**config.mk**
```make
export PLATFORM = sky130hd
export DESIGN_NAME = lsu_ctrl
export DESIGN_NICKNAME = d
export VERILOG_FILES = /design/src/lsu_pkg.sv /design/src/lsu_align.sv /design/src/lsu_ctrl.sv
export SDC_FILE = /design/constraint.sdc
export NUM_CORES = 1
export LEC_CHECK = 0
export ABC_CLOCK_PERIOD_IN_PS = 6200
export BUFFER_PORTS_ARGS = -buffer_cell sky130_fd_sc_hd__buf_2
export CAP_MARGIN = 20
export CORE_MARGIN = 5
export CORE_UTILIZATION = 35
export CTS_BUF_LIST = sky130_fd_sc_hd__clkbuf_4 sky130_fd_sc_hd__clkbuf_8
export CTS_CLUSTER_DIAMETER = 200
export DETAILED_ROUTE_END_ITERATION = 7
export GPL_TIMING_DRIVEN = 0
export SETUP_SLACK_MARGIN = 0.02
export SYNTH_ARGS = -nofsm -noshare
export SYNTH_HDL_FRONTEND = slang
export SYNTH_HIERARCHICAL = 1
export SYNTH_SLANG_ARGS = --single-unit
```
**constraint.sdc**
```tcl
create_clock -name clk -period 6.2 [get_ports clk]
set_clock_uncertainty 0.15 [all_clocks]
set_input_delay 1.24 -clock clk [delete_from_list [all_inputs] [get_ports clk]]
set_output_delay 1.24 -clock clk [all_outputs]
set_load 0.005 [all_outputs]
```
**src/lsu_pkg.sv**
```systemverilog
package lsu_pkg;

    // memory geometry
    localparam int MEM_BYTES   = 1024;            // addresses wrap modulo this
    localparam int MEM_LATENCY = 2;               // default cycles, accept to response
    localparam int MEM_WORDS   = MEM_BYTES / 4;
    localparam int WIDX_W      = $clog2(MEM_WORDS);

    typedef logic [31:0]       word_t;            // data word
    typedef logic [31:0]       addr_t;            // byte address
    typedef logic [3:0]        strb_t;            // one bit per byte lane
    typedef logic [WIDX_W-1:0] widx_t;            // word index into the sram
    typedef logic [7:0]        lat_cnt_t;         // response delay counter

    // loads keep the read control codes of the old lsu, stores fill the rest
    typedef enum logic [2:0] {
        op_sw  = 3'b000,
        op_lb  = 3'b001,
        op_lbu = 3'b010,
        op_lh  = 3'b011,
        op_lhu = 3'b100,
        op_lw  = 3'b101,
        op_sb  = 3'b110,
        op_sh  = 3'b111
    } lsu_op_t;

    typedef struct packed {
        lsu_op_t op;
        addr_t   addr;
        word_t   wdata;   // store data, low bits used for sb/sh
    } lsu_req_t;

    typedef struct packed {
        word_t rdata;     // extended load value, zero for stores
        logic  err;       // misaligned access
    } lsu_resp_t;

    typedef struct packed {
        addr_t addr;      // word aligned
    } mem_rd_req_t;

    typedef struct packed {
        addr_t addr;      // word aligned
        word_t data;      // data already placed in its lanes
        strb_t strb;
    } mem_wr_req_t;

    function automatic logic is_store(lsu_op_t op);
        return (op == op_sb) || (op == op_sh) || (op == op_sw);
    endfunction

endpackage

```
**src/lsu_align.sv**
```systemverilog
module lsu_align
    import lsu_pkg::*;
(
    input  lsu_req_t    req,
    input  word_t       mem_word,     // raw word from memory
    output logic        misalign,
    output mem_wr_req_t wr_req,
    output word_t       load_data
);

    logic [1:0] off;       // byte offset within the word
    word_t      shifted;   // memory word moved down to lane 0

    assign off = req.addr[1:0];

    // halfwords need an even address, words a multiple of four
    always_comb begin
        case (req.op)
            op_lh, op_lhu, op_sh: misalign = off[0];
            op_lw, op_sw:         misalign = |off;
            default:              misalign = 1'b0;  // bytes are always aligned
        endcase
    end

    // store side
    always_comb begin
        wr_req.addr = {req.addr[31:2], 2'b00};  // also the read address
        case (req.op)
            op_sb: begin
                wr_req.data = {4{req.wdata[7:0]}};      // byte in every lane
                wr_req.strb = strb_t'(4'b0001 << off);
            end
            op_sh: begin
                wr_req.data = {2{req.wdata[15:0]}};     // half in both halves
                wr_req.strb = strb_t'(4'b0011 << off);
            end
            op_sw: begin
                wr_req.data = req.wdata;
                wr_req.strb = 4'b1111;
            end
            default: begin
                wr_req.data = req.wdata;
                wr_req.strb = 4'b0000;  // loads write nothing
            end
        endcase
    end

    // load side, shift by offset then extend
    assign shifted = mem_word >> {off, 3'b000};

    always_comb begin
        case (req.op)
            op_lb:   load_data = {{24{shifted[7]}}, shifted[7:0]};
            op_lbu:  load_data = {24'h0, shifted[7:0]};
            op_lh:   load_data = {{16{shifted[15]}}, shifted[15:0]};
            op_lhu:  load_data = {16'h0, shifted[15:0]};
            op_lw:   load_data = shifted;           // offset is zero here
            default: load_data = '0;                // stores return nothing
        endcase
    end

endmodule

```
**src/lsu_ctrl.sv**
```systemverilog
module lsu_ctrl
    import lsu_pkg::*;
(
    input  logic        clk,
    input  logic        rst,
    // core side
    input  logic        req_valid,
    input  lsu_req_t    req,
    output logic        req_ready,
    output logic        resp_valid,
    output lsu_resp_t   resp,
    // read address / read data
    output logic        ar_valid,
    output mem_rd_req_t ar,
    input  logic        ar_ready,
    input  logic        r_valid,
    input  word_t       r_data,
    output logic        r_ready,
    // write / write response
    output logic        w_valid,
    output mem_wr_req_t w,
    input  logic        w_ready,
    input  logic        b_valid,
    output logic        b_ready
);

    typedef enum logic [2:0] {
        s_idle,
        s_rd_addr,
        s_rd_data,
        s_wr_req,
        s_wr_resp,
        s_done
    } state_t;

    state_t      state;
    lsu_req_t    req_q;      // request held for the whole access
    word_t       rdata_q;    // raw word from the read channel
    logic        err_q;
    lsu_req_t    al_req;     // what the align block looks at
    logic        al_misalign;
    mem_wr_req_t al_wr;
    word_t       al_load;
    logic        accept;

    assign accept = req_valid && req_ready;

    // live request while idle, latched one after that
    assign al_req = (state == s_idle) ? req : req_q;

    lsu_align u_align (
        .req       (al_req),
        .mem_word  (rdata_q),
        .misalign  (al_misalign),
        .wr_req    (al_wr),
        .load_data (al_load)
    );

    always_ff @(posedge clk) begin
        if (rst) begin
            state <= s_idle;
            err_q <= 1'b0;
        end else begin
            case (state)
                s_idle: if (accept) begin
                    err_q <= al_misalign;
                    if (al_misalign)
                        state <= s_done;        // never reaches memory
                    else if (is_store(req.op))
                        state <= s_wr_req;
                    else
                        state <= s_rd_addr;
                end
                s_rd_addr: if (ar_ready) state <= s_rd_data;
                s_rd_data: if (r_valid)  state <= s_done;   // r_ready high here
                s_wr_req:  if (w_ready)  state <= s_wr_resp;
                s_wr_resp: if (b_valid)  state <= s_done;
                default:   state <= s_idle;                 // done lasts one cycle
            endcase
        end
    end

    // payload regs
    always_ff @(posedge clk) begin
        if (accept)
            req_q <= req;
        if (r_valid && r_ready)
            rdata_q <= r_data;
    end

    assign req_ready  = (state == s_idle);
    assign ar_valid   = (state == s_rd_addr);
    assign ar.addr    = al_wr.addr;                 // word address
    assign r_ready    = (state == s_rd_data);
    assign w_valid    = (state == s_wr_req);
    assign w          = al_wr;
    assign b_ready    = (state == s_wr_resp);

    assign resp_valid = (state == s_done);
    assign resp.err   = err_q;
    assign resp.rdata = (err_q || is_store(req_q.op)) ? '0 : al_load;

endmodule

```
# --- Word level (Yosys, flattened, before mapping) ---
# Index checks and enable logic that the tools add are counted.
classes:
  muxes: 13
  n_eq_ne: 21
  shifts: 3
  n_reduce_logical: 16
op_table:
  columns: ["operator", "n"]
  rows:
  - ["32-bit case mux with 5 select lines", 1]
  - ["36-bit case mux with 3 select lines", 1]
  - ["67-bit two-way mux", 1]
  - ["32-bit two-way mux", 1]
  - ["32-bit by 5-bit >> shifter with 32-bit output", 1]
  - ["3-bit == test, second input constant", 10]
  - ["3-bit two-way mux", 6]
  - ["3-bit case mux with 5 select lines", 1]
  - ["3-bit by 2-bit == test with 1-bit output, second input constant", 4]
  - ["3-bit logical NOT", 4]
  - ["3-bit by 1-bit == test with 1-bit output, second input constant", 2]
  - ["2-bit by 1-bit != test with 1-bit output, second input constant", 3]
  - ["1-bit logical OR", 5]
  - ["5-bit AND reduction", 1]
  - ["2-bit != test, second input constant", 2]
  - ["2-bit OR reduction", 2]
  - ["1-bit by 2-bit left shift with 4-bit output, first input constant", 1]
  - ["2-bit by 2-bit left shift with 4-bit output, first input constant", 1]
  - ["3-bit OR reduction", 1]
  - ["1-bit logical AND", 2]
  - ["2-bit two-way mux", 1]
  - ["1-bit case mux with 2 select lines", 1]
  - ["2-bit AND reduction", 1]
totals:
  register_bits: 103
  wordCells: 59
  out_inout_bits: 139

# --- Depth between registers and ports, before layout ---
# Gate-level depths: netlist (run 1).
logic_depth:
  word_depth: 8
  mapped_depth: 12
  depth_no_buf: 9

# --- Hierarchy ---
# The synthesis (run 1) kept the hierarchy.
by_module_without_submodules:
  columns: ["module", "seq_area_each_um2", "area_per_inst_um2", "cells_per_inst", "instances"]
  rows:
  - ["lsu_ctrl", 3052.9, 4570.6, 281, 1]
  - ["lsu_align", 0.0, 1627.8, 216, 1]

# --- Worst setup path before layout (run 1) ---
# Ideal clock, no wire load.
synth_timing:
  path_type: "input to register"
  from: "input port req_valid"
  to: "register err_q"
  arrival_time_ns: 5.467
  required_ns: 5.933
  n_path_buf: 0
  cell_stages: 3
  slack_ns: 0.466
  cell_sequence: "nor4b_2 > mux2i_1 > nor2_1"
synth_between:
  elab_chain_cells: 2
synth_rtl:
  columns: ["element", "line_no", "rtl"]
  rows:
  - ["start, declared", "lsu_ctrl.sv:7", "input logic req_valid,"]
  - ["1-bit logical AND", "lsu_ctrl.sv:46", "assign accept = req_valid && req_ready;"]
  - ["2-bit AND reduction (no line)", null, null]
  - ["end signal, assigned", "lsu_ctrl.sv:66", "err_q <= al_misalign;"]
  - ["end, declared", "lsu_ctrl.sv:39", "logic err_q;"]
# No other way between the ends.
# A chain may end at the register's enable or synchronous reset.

==> impl_metrics.py, run 1 <==
metrics = {
    "status": {
        "outcome": "finished, final reports clean",
    },
    "clock_network": {
        "cts.sinks": 103,
        "postCtsSetupRepairBufs": 0,
        "clk_transition_reported_paths_ns": 0.10,
        "cts_tree": "done",
        "cts-buffers-inserted": 9,
        "ctsResizeCount": 0,
        "h-tree-depth": 3,
        "clk_latency_ns": 0.38,
        "cts_hold_buf": 0,
        "cts_max_path_buffers": 2,
        "root_buffer": "clkbuf_8",
    },
    "critical_path": {
        "critPathRequiredTime_ns": 4.81,
        "r2r_end": "state[1]",
        "critical_path.most_common_cell": "buf_6",
        "worstSetupStartpointType": "register",
        "setup.worst_path.start": "state[2]",
        "crit_type": "reg -> out",
        "cp_slowest_stage_delay_ns": 0.60,
        "cp.buffers_inverters": 4,
        "worstPathCellList": "or2_4, nor2_4, buf_6, buf_6, mux2_1, buf_4, nand3b_1, a21boi_1, o21ai_0, and2_1, buf_2",
        "slowest_stage": "a21boi_1",
        "endpoint_kind": "output port",
        "r2r_start": "state[2]",
        "crit_family": "simple AND/OR/NAND/NOR gates",
        "worstPathArrival_ns": 3.61,
        "reg2reg_slack_ns": 2.85,
        "worst-r2r-cell-count": 12,
        "crit_fanout": 10,
    },
    "die": {
        "coreArea_um2": 17400,
        "die_y_um": 143,
        "initial_utilization_pct": 35.7,
        "chipWidth_um": 143,
        "io_pins": 245,
        "rows": 48,
        "die_area_um2": 20500,
    },
    "synthesis": {
        "netlist_area_um2": 6200,
        "ys.flop_type": "edfxtp_1",
        "async_flop_share_pct": 0,
        "syn_avg_cell_area_um2": 12.5,
        "ys_seq_elements": 103,
        "synth-seq-area-share_pct": 49.3,
        "synth_warnings": 6,
        "yosysUniqueCellTypes": 47,
        "synth_edf_count": 99,
        "netlist_instances": 497,
    },
    "placement": {
        "postPlaceCellArea_um2": 7770,
        "dp_hpwl_mm": 14.0,
        "port_buffers": 240,
        "gp_congestion": 0.839,
    },
    "hold_path": {
        "worstHoldStart": "err_q",
        "whs_path_depth": 2,
        "hold_path_end": "err_q",
        "hold_path_class": "reg -> reg",
    },
    "pwr": {
        "finalPower_w": 0.00404,
        "ir_worst_vdd_mv": 0.197,
        "power.density_nw_per_um2": 507,
        "p_leak_nw": 3.49,
    },
    "drt": {
        "wl_mm": 17.7,
        "first_pass_iters": 4,
        "ant_nets": 0,
        "drc": 0,
        "routed_via_density": 4.81,
        "wl_per_cell_um": 18.0,
        "drt_iter0_drc": 205,
        "vias": 4733,
    },
    "sta": {
        "period_share_pct": 80.7,
        "rsz0062_at_grt": "no",
        "slew_viol_final": 0,
        "fmax_mhz": 200,
        "fin_hold_ws_ns": 0.398,
        "relSlewSlack_pct": 40.2,
        "finalCriticalPeriod_ns": 5.00,
        "worstMarginPinSlew_ns": 0.892,
        "finalHoldViolations": 0,
        "setup_viol": 0,
    },
    "grt": {
        "antenna_found_initial": 0,
        "overflow": 0,
        "grt_start_max_net_pins": 24,
        "grt_pass1_wl_mm": 26.8,
        "grt_usage_pct": 16.7,
        "grt_pass1_vias": 4862,
    },
    "final_layout": {
        "final_cell_area_um2": 7970,
        "n_fill_cell": 1641,
        "drive_gt1_share_pct": 58.9,
        "nets": 861,
        "antennaDiodeCount": 0,
        "area_delta_synth_final_pct": 28.5,
    },
    "run": {
        "maxCapViolCount": 0,
    },
}
-- area by class of cell --
cell class / instances / area, µm² / share of cell area, %
plain buffers: 104 / 768 / 9.64
clock buffers: 9 / 124 / 1.55
clock inverters: 7 / 73.8 / 0.927
inverters: 4 / 15.0 / 0.188
multi-input cells: 287 / 2370 / 29.8
flip-flops and latches: 103 / 3050 / 38.3
well taps: 225 / 282 / 3.53
repair buffers: 246 / 1280 / 16.0
-- cells by family after synthesis --
kind of cell	share of synthesized area, %
AOI/OAI and AO/OA	7.29
buffers and inverters	12.6
DFF	49.3
muxes	21.3
other	0.0605
and+or+nand+nor	9.45
-- state kept, by name, summed over array words and instances (netlist names) --
signal	flops
state	3
err_q	1
rdata_q	32
req_q	67
-- per-stage QoR --
step	TNS [ns]	instances	util, %	setup slack (ns)
detailed placement	0	969	44.8	1.62
floorplan	0	498	-	0.466
global placement	-92.98	963	44.3	-1.44
finish	0	985	45.9	1.20
global route	0	985	45.9	1.05
CTS	0	985	45.9	1.21
-- layout by cell type, fill, tap and decap left out, drive strengths merged, types with 7 or more instances in the layout --
master,Yosys,routed
buf,97,343
mux2,101,101
edfxtp,99,99
and2,34,34
nand2,22,22
o21ai,20,20
mux2i,18,18
nor2,18,18
o211ai,17,17
clkbuf,7,16
nand3b,9,9
inv,4,9
a211oi,8,8
a22oi,7,7
-- how the worst max path moves through the flow --
stage / end / slack (ns) / cells after the start
2_1_floorplan: err_q / 0.47 / 3
3_3_place_gp: err_q / -1.44 / 4
3_5_place_dp: resp[11] / 1.62 / 8
4_1_cts: resp[9] / 1.21 / 11
5_1_grt: resp[11] / 1.05 / 11
6_report: resp[9] / 1.20 / 11
-- cell usage after synthesis (3+ instances only) --
master	instances	area share, %
o211ai_1	17	2.1
mux2_1	20	3.6
buf_2	7	0.57
nor2_1	17	1.0
inv_1	4	0.24
nand2b_1	3	0.30
a211oi_1	8	0.97
a22oi_1	6	0.73
edfxtp_1	99	48
dfxtp_1	4	1.3
nor3_1	4	0.32
buf_4	82	9.9
o21ai_0	20	1.6
buf_6	8	1.5
mux2_2	80	15
nand2_1	21	1.3
and2_1	34	3.4
clkbuf_1	6	0.36
mux2i_1	18	2.9
nand3b_1	9	1.1
-- layer usage --
metal,global-route usage [%],wire length [µm]
met1,21.4,7600
met2,29.1,8580
met3,3.01,1330
met4,4.45,201
met5,0,0
-- tightest hold or removal path: cells and delay by family, from the launching register on --
| family | cells | cell delay [ns] |
|---|---|---|
| flip-flops | 1 | 0.34 |
| multiplexers | 1 | 0.13 |
| AND/OR/NAND/NOR | 1 | 0.05 |
-- report_power, final --
group	internal, W	total (W)	switching, W
registers	0.000926	0.000973	0.0000464
clock network	0.000160	0.000429	0.000269
logic	0.00138	0.00264	0.00126
total	0.00247	0.00404	0.00158
Power figures use the tool's default switching activity.
==> run 2: changes to the inputs <==
- ABC_CLOCK_PERIOD_IN_PS: 6200 -> 4400
- clock period: 6.2 -> 4.4 ns (I/O delays scaled with it)
==> run 2 against run 1 <==
  * Non-clock buffer count grew 6
  * Worst hold slack improved by 0.0095 ns
  * Die area is the same
  * Routed wire length shrank 0.11%
  * Design area grew 1.1%
  * Global-route usage barely moved
  * Cell count rose by 0.71%
  * Critical path type unchanged
  * Critical endpoint unchanged
  * Largest power group unchanged
==> impl_metrics.py, run 2 (synthesized netlist as in run 1, its figures left out) <==
metrics = {
    "drt": {
        "drt_iter0_drc": 279,
        "first_pass_iters": 5,
        "ant_nets": 0,
        "vias": 4799,
        "wl_mm": 17.7,
        "routed_via_density": 4.84,
        "wl_per_cell_um": 17.8,
        "drc": 0,
    },
    "final_layout": {
        "layout.cells.non_filler": 992,
        "area_delta_synth_final_pct": 30.0,
        "max_flop_register": "req_q",
        "layout_commonest_cell": "buf_2",
        "largest_register_ffs": 67,
        "nets": 867,
        "reg_top3": "req_q: 67 flops, rdata_q: 32 flops, state: 3 flops",
        "mostFrequentLayoutCells": "buf_2, edfxtp_1, buf_4",
        "fin_util_pct": 46.4,
        "drive_gt1_share_pct": 59.8,
    },
    "clock_network": {
        "cts.sinks": 103,
        "cts_max_path_buffers": 2,
        "h-tree-depth": 3,
        "cts_tree": "done",
        "cts-buffers-inserted": 9,
        "cts_hold_buf": 0,
        "clk_latency_ns": 0.37,
        "clk_transition_reported_paths_ns": 0.10,
        "root_buffer": "clkbuf_8",
    },
    "grt": {
        "grt_pass1_wl_mm": 26.7,
        "overflow": 0,
        "grt_pass1_vias": 4927,
        "met3_usage_pct": 3.95,
        "antenna_found_initial": 0,
        "grt-busiest-layer": "met2",
        "use_met1_pct": 21.8,
        "use_met2_pct": 28.1,
        "grt_usage_pct": 16.7,
        "grt_start_max_net_pins": 24,
    },
    "sta": {
        "worstMarginPinSlew_ns": 0.759,
        "fmax_mhz": 236,
        "relSlewSlack_pct": 49.1,
        "slew_viol_final": 0,
        "period_share_pct": 96.4,
        "finalHoldViolations": 0,
        "finalCriticalPeriod_ns": 4.24,
        "rsz0062_at_grt": "no",
        "tns_ns": 0,
        "setup_viol": 0,
    },
    "placement": {
        "dp_hpwl_mm": 13.9,
        "port_buffers": 240,
        "place_inst": 969,
        "gp_congestion": 0.845,
    },
    "critical_path": {
        "endpoint_kind": "output port",
        "worstSetupStartpointType": "register",
        "crit_fanout": 10,
        "critPathRequiredTime_ns": 3.37,
        "worstPathArrival_ns": 3.21,
        "crit_type": "reg -> out",
    },
    "die": {
        "rows": 48,
        "initial_utilization_pct": 35.7,
        "io_pins": 245,
        "coreArea_um2": 17400,
        "die_area_um2": 20500,
        "die_y_um": 143,
        "chipWidth_um": 143,
    },
    "pwr": {
        "power.density_nw_per_um2": 716,
        "ir_worst_vdd_mv": 0.271,
        "p_leak_nw": 3.52,
    },
    "status": {
        "outcome": "finished, final reports clean",
    },
    "run": {
        "maxCapViolCount": 0,
    },
    "hold_path": {
        "hold_path_class": "reg -> reg",
    },
}
-- run 2: changes by cell type in the layout (fill, tap and decap cells not counted), moves of 2 or more --
cell	before	now
buf_4	82	88
buf_6	12	9
buf_8	2	4
clkbuf_4	0	2
clkinvlp_4	0	2
dfxtp_1	4	2
dfxtp_2	0	2
inv_6	3	0
-- run 2: what timing repair did --
item | 4_1_cts | 5_1_grt
buffers inserted | 1 | 5
endpoints found under the setup margin | 10 | 33
gates resized for setup | 3 | 3
pin swaps | 0 | 1
-- run 2: worst max-delay path: stages (launching register included) --
cell and delay [ns]:
dfxtp_2 0.38, or2_4 0.29, nor2_4 0.19, buf_8 0.13, buf_6 0.15, mux2_1 0.34, buf_4 0.18, nand3b_1 0.28
a21boi_2 0.41, o21ai_0 0.20, and2_1 0.17, buf_2 0.12
-- run 2: power by group --
group          internal [W]  total (W)  switching, W
clock              0.000274   0.000611      0.000337
sequential          0.00131    0.00137     0.0000646
combinational       0.00201    0.00379       0.00178
total               0.00359    0.00577       0.00218
-- run 2: layout make-up --
cell class | count | area, µm²
tap | 225 | 282
buffer | 104 | 774
inverter | 4 | 15.0
sequential | 103 | 3060
timing repair buffer | 252 | 1340
multi-input combinational | 287 | 2380
fill | 1659 | 9300
clock inverter | 6 | 70.1
antenna | 1 | 2.50
clock buffer | 10 | 131
-- run 2: worst paths after layout --
kind / from / slack, ns / cells after the start / end
worst max-delay path: state[2] / 0.16 / 11 / resp[9]
worst min-delay path: err_q / 0.41 / 2 / err_q
worst max register to register: state[2] / 1.07 / 12 / state[1]
worst min register to register: err_q / 0.41 / 2 / err_q
-- run 2: metal layers --
| layer | wire (µm) | vias to the layer above | part of all wire (%) |
|---|---|---|---|
| met5 | 0 | - | 0 |
| met4 | 224 | 0 | 1.3 |
| met3 | 1490 | 16 | 8.4 |
| met2 | 8420 | 228 | 48 |
| met1 | 7560 | 2278 | 43 |
| li1 | - | 2277 | - |
-- run 2: through the flow --
stage | hold WS, ns | setup slack [ns] | power [W] | area, µm²
global route | 0.448 | 0.0163 | 0.00618 | 8050
global placement | 0.372 | -0.472 | 0.00505 | 7690
CTS | 0.408 | 0.0354 | 0.00579 | 8010
floorplan | 0.336 | 0.679 | 0.00380 | 6210
finish | 0.407 | 0.160 | 0.00577 | 8060
detailed placement | 0.389 | 0.308 | 0.00513 | 7790
==> run 3: changes to the inputs <==
- SYNTH_HIERARCHICAL: 1 -> not set
==> run 3 against run 2 <==
  * Sequential share of layout area rose by 2.9 points
  * Setup slack improved by 0.35 ns
  * Synthesized cell count rose by 7.8%
  * Worst hold slack got worse by 0.066 ns
  * Cell count rose by 2.4%
  * Non-clock buffer count fell by 48
  * First-iteration DRC count rose by 13%
==> impl_metrics.py, run 3 <==
metrics = {
    "drt": {
        "wl_mm": 17.4,
        "routed_via_density": 4.88,
        "wl_met3_mm": 1.45,
        "drt-met1-wl_mm": 7.76,
        "wl_met2_mm": 7.86,
        "first_pass_iters": 5,
        "wl_per_cell_um": 17.1,
        "ant_nets": 0,
        "drt_iter0_drc": 315,
        "highest_layer": "met4",
        "vias": 4953,
        "drc": 0,
    },
    "synthesis": {
        "synth_top_area_share_pct": 51.6,
        "netlist_instances": 536,
        "synth-seq-area-share_pct": 53.0,
        "syn_avg_cell_area_um2": 10.8,
        "async_flop_share_pct": 0,
        "synth_edf_count": 99,
        "synth_common_cells": "nand2_1, edfxtp_1, mux2i_1, buf_4, nand3_1",
        "yosys-top-cells-area": "edfxtp_1, mux2i_1, nand2_1",
        "synth_warnings": 0,
        "yosysUniqueCellTypes": 48,
        "yosysMostFrequentCell": "nand2_1",
        "synth_area_leader_cell": "edfxtp_1",
        "ys.flop_type": "edfxtp_1",
        "ys_seq_elements": 103,
        "netlist_area_um2": 5760,
    },
    "grt": {
        "overflow": 0,
        "grt_start_max_net_pins": 68,
        "grt_pass1_vias": 4925,
        "antenna_found_initial": 0,
        "grt_pass1_wl_mm": 27.3,
        "grt_usage_pct": 17.8,
    },
    "final_layout": {
        "antennaDiodeCount": 0,
        "layout_commonest_cell": "buf_2",
        "drive_gt1_share_pct": 43.3,
        "reg_top3": "req_q: 67 flops, rdata_q: 32 flops, state: 3 flops",
        "largest_register_ffs": 67,
        "max_flop_register": "req_q",
        "nets": 897,
        "n_fill_cell": 1606,
        "mostFrequentLayoutCells": "buf_2, nand2_1, edfxtp_1",
        "fin_util_pct": 45.7,
        "area_delta_synth_final_pct": 29.7,
    },
    "die": {
        "die_y_um": 138,
        "rows": 47,
        "die_area_um2": 19100,
        "coreArea_um2": 16300,
        "chipWidth_um": 138,
        "io_pins": 245,
        "initial_utilization_pct": 35.3,
    },
    "critical_path": {
        "critPathRequiredTime_ns": 3.37,
        "crit_type": "in -> out",
        "endpoint_kind": "output port",
        "worstSetupStartpointType": "input pin",
        "crit_fanout": 10,
        "worstPathArrival_ns": 2.86,
    },
    "sta": {
        "finalHoldViolations": 0,
        "worstMarginPinSlew_ns": 0.882,
        "rsz0062_at_grt": "no",
        "tns_ns": 0,
        "period_share_pct": 88.4,
        "relSlewSlack_pct": 41.2,
        "setup_viol": 0,
        "fmax_mhz": 257,
        "finalCriticalPeriod_ns": 3.89,
        "slew_viol_final": 0,
    },
    "clock_network": {
        "cts_max_path_buffers": 2,
        "clk_transition_reported_paths_ns": 0.11,
        "h-tree-depth": 3,
        "clk_latency_ns": 0.39,
        "ctsResizeCount": 0,
        "cts_tree": "done",
        "root_buffer": "clkbuf_8",
        "cts.sinks": 103,
        "cts_hold_buf": 0,
        "postCtsSetupRepairBufs": 0,
        "cts-buffers-inserted": 9,
    },
    "pwr": {
        "finalPower_w": 0.00515,
        "power.density_nw_per_um2": 689,
        "ir_worst_vdd_mv": 0.278,
        "p_leak_nw": 3.53,
    },
    "hold_path": {
        "hold_path_class": "reg -> reg",
    },
    "status": {
        "outcome": "finished, final reports clean",
    },
    "placement": {
        "gp_congestion": 0.807,
        "port_buffers": 240,
        "dp_hpwl_mm": 13.3,
    },
    "run": {
        "maxCapViolCount": 0,
    },
}
## run 3: worst paths after layout
check,slack [ns],cells after the start,to,startpoint
max reg2reg,1.79,7,req_q[61],state[1]
min,0.34,2,err_q,err_q
max,0.51,8,resp[31],req[66]
min reg2reg,0.34,2,err_q,err_q
## run 3: per-stage QoR
step                      area (µm²)  hold slack (ns)  std cells  worst slack [ns]
after floorplan                 5770            0.293        539              1.08
after global placement          7250            0.324        999             0.436
after detailed placement        7270            0.332       1000             0.514
after CTS                       7480            0.349       1016             0.446
after global routing            7480            0.374       1016             0.280
final                           7480            0.341       1016             0.511
## run 3: power by group
group | total (W) | switching (W) | leakage [nW] | internal (W)
Sequential | 0.00144 | 0.0000907 | 0.955 | 0.00135
Combinational | 0.00307 | 0.00169 | 2.47 | 0.00138
Clock | 0.000637 | 0.000355 | 0.105 | 0.000282
## run 3: final cells by class
class	instances	area (µm²)	share of cell area (%)
buffer	67	438	5.86
clock buffer	10	131	1.76
clock inverter	6	77.6	1.04
inverter	14	57.6	0.770
multi-input combinational	355	2230	29.8
sequential	103	3050	40.8
tap	220	275	3.68
timing repair buffer	241	1220	16.3
## run 3: kinds of logic after synthesis
group           after synthesis  share of synthesized area (%)
mux                          69                           13.0
compound gates               82                           9.38
xor+xnor                      1                          0.152
buf+inv                      81                           8.55
simple gates                199                           15.9
other cells                   1                         0.0651
flops                       103                           53.0
## run 3: metal layers
metal	vias up	track usage [%]
met4	0	5.82
met2	247	27.6
met3	23	5.35
met5	-	0
met1	2278	23.8
li1	2405	-
## run 3: critical path, stage by stage
cell     delay [ns]
buf_2          0.16
or4b_1         0.45
a221o_1        0.36
nor4_4         0.39
buf_4          0.27
nand3_1        0.09
nand3_1        0.13
buf_2          0.13
